$ cat src/source/streamPkg.sv
package streamPkg;

    // --------------------
    // stream data widths
    // --------------------

    // one element on the write side
    typedef logic [7:0] byteT;

    // packed pair of bytes, low byte in bits 7:0
    typedef logic [15:0] wordT;

    // --------------------
    // assembler states
    // --------------------

    // asmLow waits for the first byte of a pair
    // asmHigh holds the low byte until the second one arrives
    typedef enum logic {
        asmLow,
        asmHigh
    } asmStateT;

    // default sizing for the top level
    localparam int defDepth      = 16;
    localparam int defFullMargin = 6;

endpackage

$ cat src/source/byteWordBuffer.sv
`timescale 1ns/1ns

module byteWordBuffer
    import streamPkg::*;
#(
    parameter int pDepth      = defDepth,
    parameter int pFullMargin = defFullMargin
)
(
    input  logic iClk,
    input  logic rst,
    // byte producer
    input  byteT wrData,
    input  logic wrStrobe,
    // drain control
    input  logic drainEn,
    // word output
    output wordT wordOut,
    output logic wordValid,
    // status
    output logic full,
    output logic empty,
    output logic overflow
);

    // --------------------
    // FIFO to assembler
    // --------------------
    logic rdReq;
    byteT rdData;
    logic rdValid;

    // byte storage with flags
    fifoController #(
        .pDepth      (pDepth),
        .pFullMargin (pFullMargin)
    ) ctrlInst (
        .iClk     (iClk),
        .rst      (rst),
        .wrData   (wrData),
        .wrStrobe (wrStrobe),
        .full     (full),
        .empty    (empty),
        .overflow (overflow),
        .rdReq    (rdReq),
        .rdData   (rdData),
        .rdValid  (rdValid)
    );

    // byte pairs into words
    wordAssembler asmInst (
        .iClk      (iClk),
        .rst       (rst),
        .drainEn   (drainEn),
        .rdReq     (rdReq),
        .rdData    (rdData),
        .rdValid   (rdValid),
        .wordOut   (wordOut),
        .wordValid (wordValid)
    );

endmodule

$ cat src/source/fifoController.sv
`timescale 1ns/1ns

module fifoController
    import streamPkg::*;
#(
    parameter int pDepth      = defDepth,
    parameter int pFullMargin = defFullMargin
)
(
    input  logic iClk,
    input  logic rst,
    // producer side
    input  byteT wrData,
    input  logic wrStrobe,
    output logic full,
    output logic empty,
    output logic overflow,
    // consumer side
    input  logic rdReq,
    output byteT rdData,
    output logic rdValid
);

    // address width follows the depth
    localparam int addrW = $clog2(pDepth);

    typedef logic [addrW-1:0] addrT;

    // one slot stays unused so equal pointers mean empty
    localparam addrT capacity   = addrT'(pDepth - 1);
    localparam addrT fullMargin = addrT'(pFullMargin);

    addrT wrPtr;
    addrT rdPtr;
    addrT rdPtrDly;
    addrT fillLevel;
    addrT freeSlots;
    logic ptrEqual;
    logic atCapacity;
    logic wrAccept;
    logic rdAccept;
    byteT memData;

    // --------------------
    // fill level
    // --------------------
    // modular difference, never above capacity
    assign fillLevel  = wrPtr - rdPtr;
    assign freeSlots  = capacity - fillLevel;
    assign ptrEqual   = (wrPtr == rdPtr);
    assign atCapacity = (fillLevel == capacity);

    // writes at capacity are lost
    assign wrAccept = wrStrobe && !atCapacity;
    // reads while empty are ignored, uses the live compare not the flag
    assign rdAccept = rdReq && !ptrEqual;

    // --------------------
    // pointers
    // --------------------
    always_ff @(posedge iClk)
    begin
        if (rst)
        begin
            wrPtr    <= '0;
            rdPtr    <= '0;
            rdPtrDly <= '0;
        end
        else
        begin
            if (wrAccept)
            begin
                wrPtr <= wrPtr + addrT'(1);
            end
            if (rdAccept)
            begin
                rdPtr <= rdPtr + addrT'(1);
            end
            // previous read pointer, a change means a byte is on its way
            rdPtrDly <= rdPtr;
        end
    end

    // --------------------
    // status flags
    // --------------------
    // all registered one cycle behind the pointers
    always_ff @(posedge iClk)
    begin
        if (rst)
        begin
            full     <= 1'b0;
            empty    <= 1'b0;
            rdValid  <= 1'b0;
            overflow <= 1'b0;
        end
        else
        begin
            // early full, leaves room for slow producers
            full    <= (freeSlots <= fullMargin);
            empty   <= ptrEqual;
            rdValid <= (rdPtr != rdPtrDly);
            // sticky until reset
            if (wrStrobe && atCapacity)
            begin
                overflow <= 1'b1;
            end
        end
    end

    fifoMemory #(
        .pDepth (pDepth)
    ) memInst (
        .iClk   (iClk),
        .we     (wrAccept),
        .wrAddr (wrPtr),
        .wrData (wrData),
        .rdAddr (rdPtr),
        .rdData (memData)
    );

    // second data stage, lines up with rdValid
    always_ff @(posedge iClk)
    begin
        rdData <= memData;
    end

    // --------------------
    // checks
    // --------------------
    // a valid byte needs a pointer move two clocks before
    assertValidNeedsMove: assert property (@(posedge iClk) disable iff (rst)
        rdValid |-> $past(rdAccept, 2));

    // read pointer never passes the write pointer
    assertNoUnderrun: assert property (@(posedge iClk) disable iff (rst)
        (fillLevel == '0) |=> (fillLevel <= addrT'(1)));

    // write pointer never laps the read pointer
    assertNoOverrun: assert property (@(posedge iClk) disable iff (rst)
        (fillLevel == capacity) |=> (fillLevel >= capacity - addrT'(1)));

endmodule

$ cat src/source/fifoMemory.sv
`timescale 1ns/1ns

module fifoMemory
    import streamPkg::*;
#(
    parameter int pDepth = defDepth
)
(
    input  logic                       iClk,
    // write port
    input  logic                       we,
    input  logic [$clog2(pDepth)-1:0]  wrAddr,
    input  byteT                       wrData,
    // read port
    input  logic [$clog2(pDepth)-1:0]  rdAddr,
    output byteT                       rdData
);

    // storage array, plain registers
    byteT mem [pDepth];

    // --------------------
    // write port
    // --------------------
    always_ff @(posedge iClk)
    begin
        if (we)
        begin
            mem[wrAddr] <= wrData;
        end
    end

    // --------------------
    // registered read port
    // --------------------
    // data shows up one clock after the address
    always_ff @(posedge iClk)
    begin
        rdData <= mem[rdAddr];
    end

endmodule

$ cat src/source/wordAssembler.sv
`timescale 1ns/1ns

module wordAssembler
    import streamPkg::*;
(
    input  logic iClk,
    input  logic rst,
    // drain control
    input  logic drainEn,
    // FIFO read side
    output logic rdReq,
    input  byteT rdData,
    input  logic rdValid,
    // word output
    output wordT wordOut,
    output logic wordValid
);

    asmStateT state;
    byteT     lowByte;

    // request every cycle while draining
    // the controller drops requests while empty
    assign rdReq = drainEn;

    // --------------------
    // pairing FSM
    // --------------------
    always_ff @(posedge iClk)
    begin
        if (rst)
        begin
            state     <= asmLow;
            wordValid <= 1'b0;
        end
        else
        begin
            // strobe lasts one cycle
            wordValid <= 1'b0;
            if (rdValid)
            begin
                case (state)
                    asmLow:
                    begin
                        state <= asmHigh;
                    end
                    asmHigh:
                    begin
                        state     <= asmLow;
                        wordValid <= 1'b1;
                    end
                    default:
                    begin
                        state <= asmLow;
                    end
                endcase
            end
        end
    end

    // --------------------
    // data path
    // --------------------
    always_ff @(posedge iClk)
    begin
        if (rdValid && state == asmLow)
        begin
            lowByte <= rdData;
        end
        // second byte goes to the top half
        if (rdValid && state == asmHigh)
        begin
            wordOut <= {rdData, lowByte};
        end
    end

    // a word takes two reads, so never back to back
    assertWordSpacing: assert property (@(posedge iClk) disable iff (rst)
        wordValid |=> !wordValid);

endmodule

$ cat config.mk
export PLATFORM = sky130hd
export DESIGN_NAME = byteWordBuffer
export DESIGN_NICKNAME = d
export VERILOG_FILES = /design/src/source/streamPkg.sv /design/src/source/byteWordBuffer.sv /design/src/source/fifoController.sv /design/src/source/fifoMemory.sv /design/src/source/wordAssembler.sv
export SDC_FILE = /design/constraint.sdc
export NUM_CORES = 1
export LEC_CHECK = 0
export BUFFER_PORTS_ARGS = -buffer_cell sky130_fd_sc_hd__buf_2
export CAP_MARGIN = 20
export CELL_PAD_IN_SITES_DETAIL_PLACEMENT = 1
export CELL_PAD_IN_SITES_GLOBAL_PLACEMENT = 2
export CORE_MARGIN = 5
export CORE_UTILIZATION = 40
export CTS_BUF_LIST = sky130_fd_sc_hd__clkbuf_4 sky130_fd_sc_hd__clkbuf_8
export CTS_CLUSTER_DIAMETER = 150
export CTS_CLUSTER_SIZE = 25
export DETAILED_ROUTE_END_ITERATION = 12
export PLACE_DENSITY = 0.67
export SYNTH_ARGS = -nofsm -noshare
export SYNTH_HDL_FRONTEND = slang
export SYNTH_HIERARCHICAL = 1
export SYNTH_SLANG_ARGS = --single-unit
$ cat constraint.sdc
create_clock -name iClk -period 9.4 [get_ports iClk]
set_input_delay 0.47 -clock iClk [delete_from_list [all_inputs] [get_ports iClk]]
set_output_delay 0.47 -clock iClk [all_outputs]
set_load 0.1 [all_outputs]
Yosys cells after proc, flatten, opt, wreduce, memory -nomap -nowiden:

Memories as Yosys holds them, arrays and structs flattened. A register that Yosys moved wholly into a read port is not among the register bits.
Index checks and enable logic that the tools add are counted.

* add/subtract/negate cells: 4
* multiply operators: 0
* div/mod/pow operators: 0
* order comparisons: 1
* eq/ne operators: 3
* shift operators: 0
* multiplexer cells: 4
* bitwise operators: 2
* reductions and logical operators: 8

Operator list (number)
* adder 4 x 1 -> 4 bit, second input constant: 2
* logical AND 1 bit: 5
* equality test 4 bit: 1
* equality test 4 bit, second input constant: 1
* less-or-equal comparator 4 x 3 -> 1 bit, second input constant: 1
* != test 4 bit: 1
* subtractor 4 bit: 1
* subtractor 4 bit, first input constant: 1
* two-way mux 1 bit: 3
* zero test 1 bit: 2
* NOT 1 bit: 2
* case mux 1 bit (2 select lines): 1
* OR reduction 2 bit: 1

* flip-flop bits (word level): 50
* bits in latches: 0
* bits in writable memories: 128
* bits in read-only memories: 0
* input bits: 12
* output and inout bits: 20
* word-level logic and storage cells: 35
* memories kept: 1

Memory list
* ctrlInst.memInst.mem: words 16, width 8, read ports 1, clocked after Yosys merged registers in 1, write ports 1, line fifoMemory.sv:20 `byteT mem [pDepth];`

Logic depth before layout (Yosys ltp):

* word-level depth: 6
* gate-level depth with buffers: 9
* mapped depth without buffers: 9

Hierarchy:

Netlist, hierarchy kept.

By module, submodules not included
* fifoMemory: instances 1, cells an instance 229, area each 5147.4 um^2, seq. area each 4003.8 um^2
* fifoController: instances 1, cells an instance 95, area each 999.7 um^2, seq. area each 480.5 um^2
* wordAssembler: instances 1, cells an instance 32, area each 812.0 um^2, seq. area each 760.7 um^2

Least setup slack after synthesis:

No wires, ideal clock.

* path kind: register to register
* start point: register ctrlInst.wrPtr[0]
* end point: memory ctrlInst/memInst/mem[0][0] (netlist name) (enable)
* library setup time: 0.383 ns
* data arrival time: 2.724 ns
* required time: 9.017 ns
* setup slack: 6.293 ns
* stages on the path, launching flop included: 10
* buffers on the path: 0
* period minus slack after synthesis: 3.107 ns
* path through: dfxtp_1 > inv_1 > ha_1 > inv_1 > fa_1 > nand2b_1 > nor2_2 > a31oi_4 > or3b_2 > nor3_1

* cells in the longest elaborated chain, start to end: 6

Ends and longest elaborated chain
* start: declaration: line fifoController.sv:33 `addrT wrPtr;`
* start signal: assignment: line fifoController.sv:73 `wrPtr <= wrPtr + addrT'(1);`
* subtractor 4 bit: line fifoController.sv:48 `assign fillLevel = wrPtr - rdPtr;`
* equality test 4 bit: line fifoController.sv:51 `assign atCapacity = (fillLevel == capacity);`
* zero test 1 bit: line fifoController.sv:54 `assign wrAccept = wrStrobe && !atCapacity;`
* logical AND 1 bit: line fifoController.sv:54
* via ctrlInst.wrAccept: line fifoController.sv:40 `logic wrAccept;`
* two-way mux 1 bit: line fifoMemory.sv:27 `if (we)`
* two-way mux 1 bit (implied by the code): line fifoMemory.sv:29 `mem[wrAddr] <= wrData;`
* end: declaration: line fifoMemory.sv:20

The timed path passes the listed nets, and every way through them passes these cells.

Final worst setup path:

* start point: register ctrlInst.rdPtr[1]
* end point: memory ctrlInst/memInst/mem[2][4] (netlist name) (enable)

* cells in the longest elaborated chain, start to end: 6

Ends and longest elaborated chain
* start: declaration: line fifoController.sv:34 `addrT rdPtr;`
* start signal: assignment: line fifoController.sv:77 `rdPtr <= rdPtr + addrT'(1);`
* subtractor 4 bit: line fifoController.sv:48
* equality test 4 bit: line fifoController.sv:51
* zero test 1 bit: line fifoController.sv:54
* logical AND 1 bit: line fifoController.sv:54
* via ctrlInst.wrAccept: line fifoController.sv:40
* two-way mux 1 bit: line fifoMemory.sv:27
* two-way mux 1 bit (implied by the code): line fifoMemory.sv:29

The timed path passes the listed nets, and every way through them passes these cells.

==> results by stage <==
Run status:
- The run finished with clean final reports.

Synth:
- Counting flops with an async set or reset pin after synthesis yields a share of 0%.
- The number of enable-type register cells in the synthesized netlist is 152.
- The most common cell in the netlist is sky130_fd_sc_hd__edfxtp_1.
- By area the synthesized netlist is led by sky130_fd_sc_hd__edfxtp_1 66%, sky130_fd_sc_hd__dfxtp_1 9.8%, sky130_fd_sc_hd__mux4_2 5.8%, sky130_fd_sc_hd__mux4_1 5.3%, sky130_fd_sc_hd__a22oi_1 1.7%.
- The commonest register cell after synthesis is sky130_fd_sc_hd__edfxtp_1.
- By area, the combinational part of the netlist is dominated by multiplexers.
- The mapped netlist covers 6960 µm².
- The share of the synthesized area in the top cell type is 65.6%.
- During synthesis, Yosys emitted a total of 6 warnings.
- Sequential cells were found to cover 75.4% of the synthesized design area.
- A synthesized cell averages 19.5 µm².
- The multiplexer area fraction after synthesis is about an eighth.
- Summed over all instances, the cell type with the most area after synthesis is sky130_fd_sc_hd__edfxtp_1.
- The number of instances in the synthesized netlist is 356.
- The total nets after synthesis is about 370.
- Synthesis inferred 186 register bits.
- By count the netlist is led by 152 x sky130_fd_sc_hd__edfxtp_1, 34 x sky130_fd_sc_hd__dfxtp_1, 25 x sky130_fd_sc_hd__nor2_1.
- The count of distinct cell types in the synthesized netlist is 48.
- The synthesized netlist devotes 1.19% of its cell area to adder and majority cells.
- The post-synthesis xor/xnor area fraction is under 10%.
- The complex-gate fraction of the synthesized area is between 3 and 4%.
- The share of synthesized cell area in and, or, nand and nor gates is around 5.2%.

Timing:
- The setup TNS is 0 ns.
- The highest clock frequency the design can meet is roughly 280 MHz.
- Setup repair after global routing left no endpoint under its margin.
- After layout, the minimum clock period comes to 3.63 ns.
- The number of slew-limit violations in the final report came to 0.
- On the final layout, the worst clock skew is 0.00685 ns.
- The worst pin sits at a relative slew slack of between 30 and 40%.
- At the pin with the least slew margin, the transition time is approximately 0.91 ns.
- The worst-case hold slack is around 0.33 ns.
- The final number of setup-violating endpoints is 0.
- The final critical-path setup slack is 5.77 ns.
- The final count of hold timing violations is 0.
- The final period utilization is 38.6%.

Placement:
- The placed wire-length estimate after detailed placement is 8420 µm.
- At the end of routability-driven placement, the weighted congestion stood at 0.756.
- The total of buffers placed on input and output ports is 31.
- OpenSTA, run right after detailed placement, puts the worst setup slack at roughly 5.5 ns.

Clock tree:
- The number of buffers on the longest clock path is 2.
- The total number of H-tree levels is 4.
- TritonCTS created 17 clock buffers.
- The total of hold buffers inserted after clock tree synthesis is 0.
- The post-cts gate resize count is 0.
- The CTS tree is yes.
- For the worst-skew pair, the clock arrives at the later sink with an insertion delay of 0.45 ns.
- The tree is rooted in a sky130_fd_sc_hd__clkbuf_8.
- The CTS clock-pin slew for the worst setup and hold paths is 0.09 ns.
- The number of buffers inserted by post-CTS setup repair is 0.
- The number of clock sinks is 186.

Drt:
- The routed design has around 13000 µm of wire.
- The routed via count divided by cell count is 5.12.
- The total number of vias is between 3k and 4k.
- The detail route stage leaves a number of antenna-violating nets equal to 0.
- For this block, the initial DRC count from the detailed router was 143.
- The length of the first detailed-routing pass in iterations is 4.
- The average routed wire per standard cell is 21.1 µm.
- For this run, design rule violations remaining after detail routing come to 0.

Worst setup path:
- The start point of the critical path is ctrlInst/rdPtr[1]$_SDFFE_PP0P_.
- STA classifies the critical path startpoint as a register.
- Across all register-to-register paths, the minimum setup slack is 5.77 ns.
- The capture point of the worst path is ctrlInst/memInst/mem[2][4]$_DFFE_PP_.
- The endpoint of the lowest-slack register-to-register path is ctrlInst/memInst/mem[2][4]$_DFFE_PP_.
- STA puts the critical path data required time at 9.48 ns.
- The worst setup path is captured at a register.
- The beginning of the worst register-to-register path is ctrlInst/rdPtr[1]$_SDFFE_PP0P_.
- The largest fanout on the critical path is 37.
- The arrival time at the worst endpoint is 3.71 ns.
- The worst setup path category is reg -> reg.
- Measured in cells, the most critical reg-to-reg path has a length of 8.

Power and ir drop:
- Internal power comes to between 0.001 and 0.0015 W.
- The final total power is 0.00176 W.
- For this design the total switching power over the nets is about 0.00042 W.
- In this run the static leakage power is 2.55 nW.
- The share of total power dissipated in sequential elements is 54.4%.
- Combinational logic is responsible for 12.9% of the overall power.
- The largest voltage drop on the vdd net is 0.000106 V.
- The fraction of power consumed by the clock network is 32.7%.
- Dividing total power by cell area gives a power density of about 230 nW/µm².
- The switching share of power is a little under a quarter.

Global route:
- The maximum number of pins on one net before global-route repair is 38.
- The number of global-route vias before repair is 3512.
- The first global-routing pass estimated roughly 21000 µm of wire.
- The initial antenna violation count came to 0.
- The total congestion overflow is 0.
- Global routing used 14.3% of the available tracks across all layers.

Floorplanning:
- The starting utilization of the core area is 40.5%.
- The die is ~140 µm wide.
- The core outline area is 17200 µm².
- The floorplan step defined a die boundary enclosing 20100 µm².
- The total I/O pin count is 32.
- The number of core rows is 48.
- The floorplan step set the die height to 142 µm.

Final layout:
- Relative to the synthesized area, the layout overhead comes to 11.8%.
- The fill cell total of the finished layout is 1656.
- In the final layout, the share of cells above drive strength 1 is roughly a quarter.
- The final layout contains 417 nets.
- The number of antenna repair diodes is 0.

Min path:
- The min-delay analysis places its worst path in the category reg -> reg.
- In this run the most critical hold path is launched from ctrlInst/memInst/rdData[7]$_DFF_P_.

Run:
- The max-capacitance violation count is 0.
-- layout by cell type, fill, tap and decap left out, drive strengths merged, types with 3 or more instances in the layout --
| master | instances |
|---|---|
| a21oi | 3 |
| a22oi | 16 |
| buf | 34 |
| bufinv | 5 |
| clkbuf | 20 |
| clkinv | 9 |
| dfxtp | 34 |
| edfxtp | 152 |
| ha | 5 |
| inv | 7 |
| mux4 | 32 |
| nand2 | 12 |
| nand2b | 5 |
| nand3 | 4 |
| nand3b | 4 |
| nor2 | 26 |
| nor2b | 4 |
| nor3 | 6 |
| xnor2 | 8 |
-- state kept, by name (all words and copies together), names as in the netlist --
| name | cells |
|---|---|
| ctrlInst/rdPtrDly | 4 |
| ctrlInst/full | 1 |
| ctrlInst/memInst/mem | 128 |
| ctrlInst/overflow | 1 |
| ctrlInst/empty | 1 |
| asmInst/wordOut | 16 |
| ctrlInst/rdPtr | 4 |
| ctrlInst/rdValid | 1 |
| ctrlInst/wrPtr | 4 |
| asmInst/lowByte | 8 |
| ctrlInst/rdData | 8 |
| asmInst/state | 1 |
| ctrlInst/memInst/rdData | 8 |
| asmInst/wordValid | 1 |
-- final cells by class --
cell class	count	area (µm²)	share of cell area, %
Sequential cell	186	5250	67.4
Clock buffer	17	234	3.01
Clock inverter	15	205	2.64
Inverter	7	26.3	0.338
Multi-Input combinational cell	150	1590	20.4
Tap cell	225	282	3.62
Timing Repair Buffer	37	200	2.57
-- worst max-delay path, stage by stage (launching register included) --
cell	delay, ns
sky130_fd_sc_hd__dfxtp_1	0.31
sky130_fd_sc_hd__buf_4	0.44
sky130_fd_sc_hd__inv_1	0.19
sky130_fd_sc_hd__ha_1	0.35
sky130_fd_sc_hd__nand3b_1	0.20
sky130_fd_sc_hd__a21o_2	0.29
sky130_fd_sc_hd__a31oi_4	0.30
sky130_fd_sc_hd__or3b_2	0.52
sky130_fd_sc_hd__nor2_1	0.63
-- worst min-delay path by stage --
stage                                     endpoint  slack, ns  cells past startpoint
floorplan               ctrlInst/rdData[0]$_DFF_P_       0.31                      0
finish                  ctrlInst/rdData[7]$_DFF_P_       0.33                      0
global placement        ctrlInst/rdData[0]$_DFF_P_       0.31                      0
CTS                 ctrlInst/overflow$_SDFFE_PP0P_       0.32                      3
global route            ctrlInst/rdData[7]$_DFF_P_       0.34                      0
detailed placement      ctrlInst/rdData[7]$_DFF_P_       0.31                      0
-- per-layer routing --
layer,global-route usage (%),part of all wire (%),vias up
li1,-,-,1493
met1,18.5,44,1675
met2,22.8,49,69
met3,2.93,4.4,22
met4,7.83,2.7,0
met5,0,0,-
-- cell families (layout without fill, tap and decap cells) --
kind of cell / count (synthesis) / after routing
flops: 186 / 186
simple gates: 69 / 69
mux: 36 / 36
compound gates: 29 / 29
buf+inv: 20 / 76
xor+xnor: 10 / 10
fa+ha+maj: 6 / 6
-- power groups by stage --
stage          Clock, W  Sequential [W]  Combinational, W
6_report       0.000577        0.000960          0.000228
5_1_grt        0.000637        0.000964          0.000243
4_1_cts        0.000599        0.000961          0.000231
3_5_place_dp          0        0.000980          0.000230
3_3_place_gp          0        0.000977          0.000227
2_1_floorplan         0         0.00101          0.000143
-- through the flow --
step	cells	util [%]	cell area, µm²
after floorplan	356	-	6960
after global placement	601	42.6	7310
after detailed placement	602	42.6	7320
after CTS	634	45.2	7760
after global routing	637	45.3	7780
final	637	45.3	7780
(Power assumes the default switching activity.)
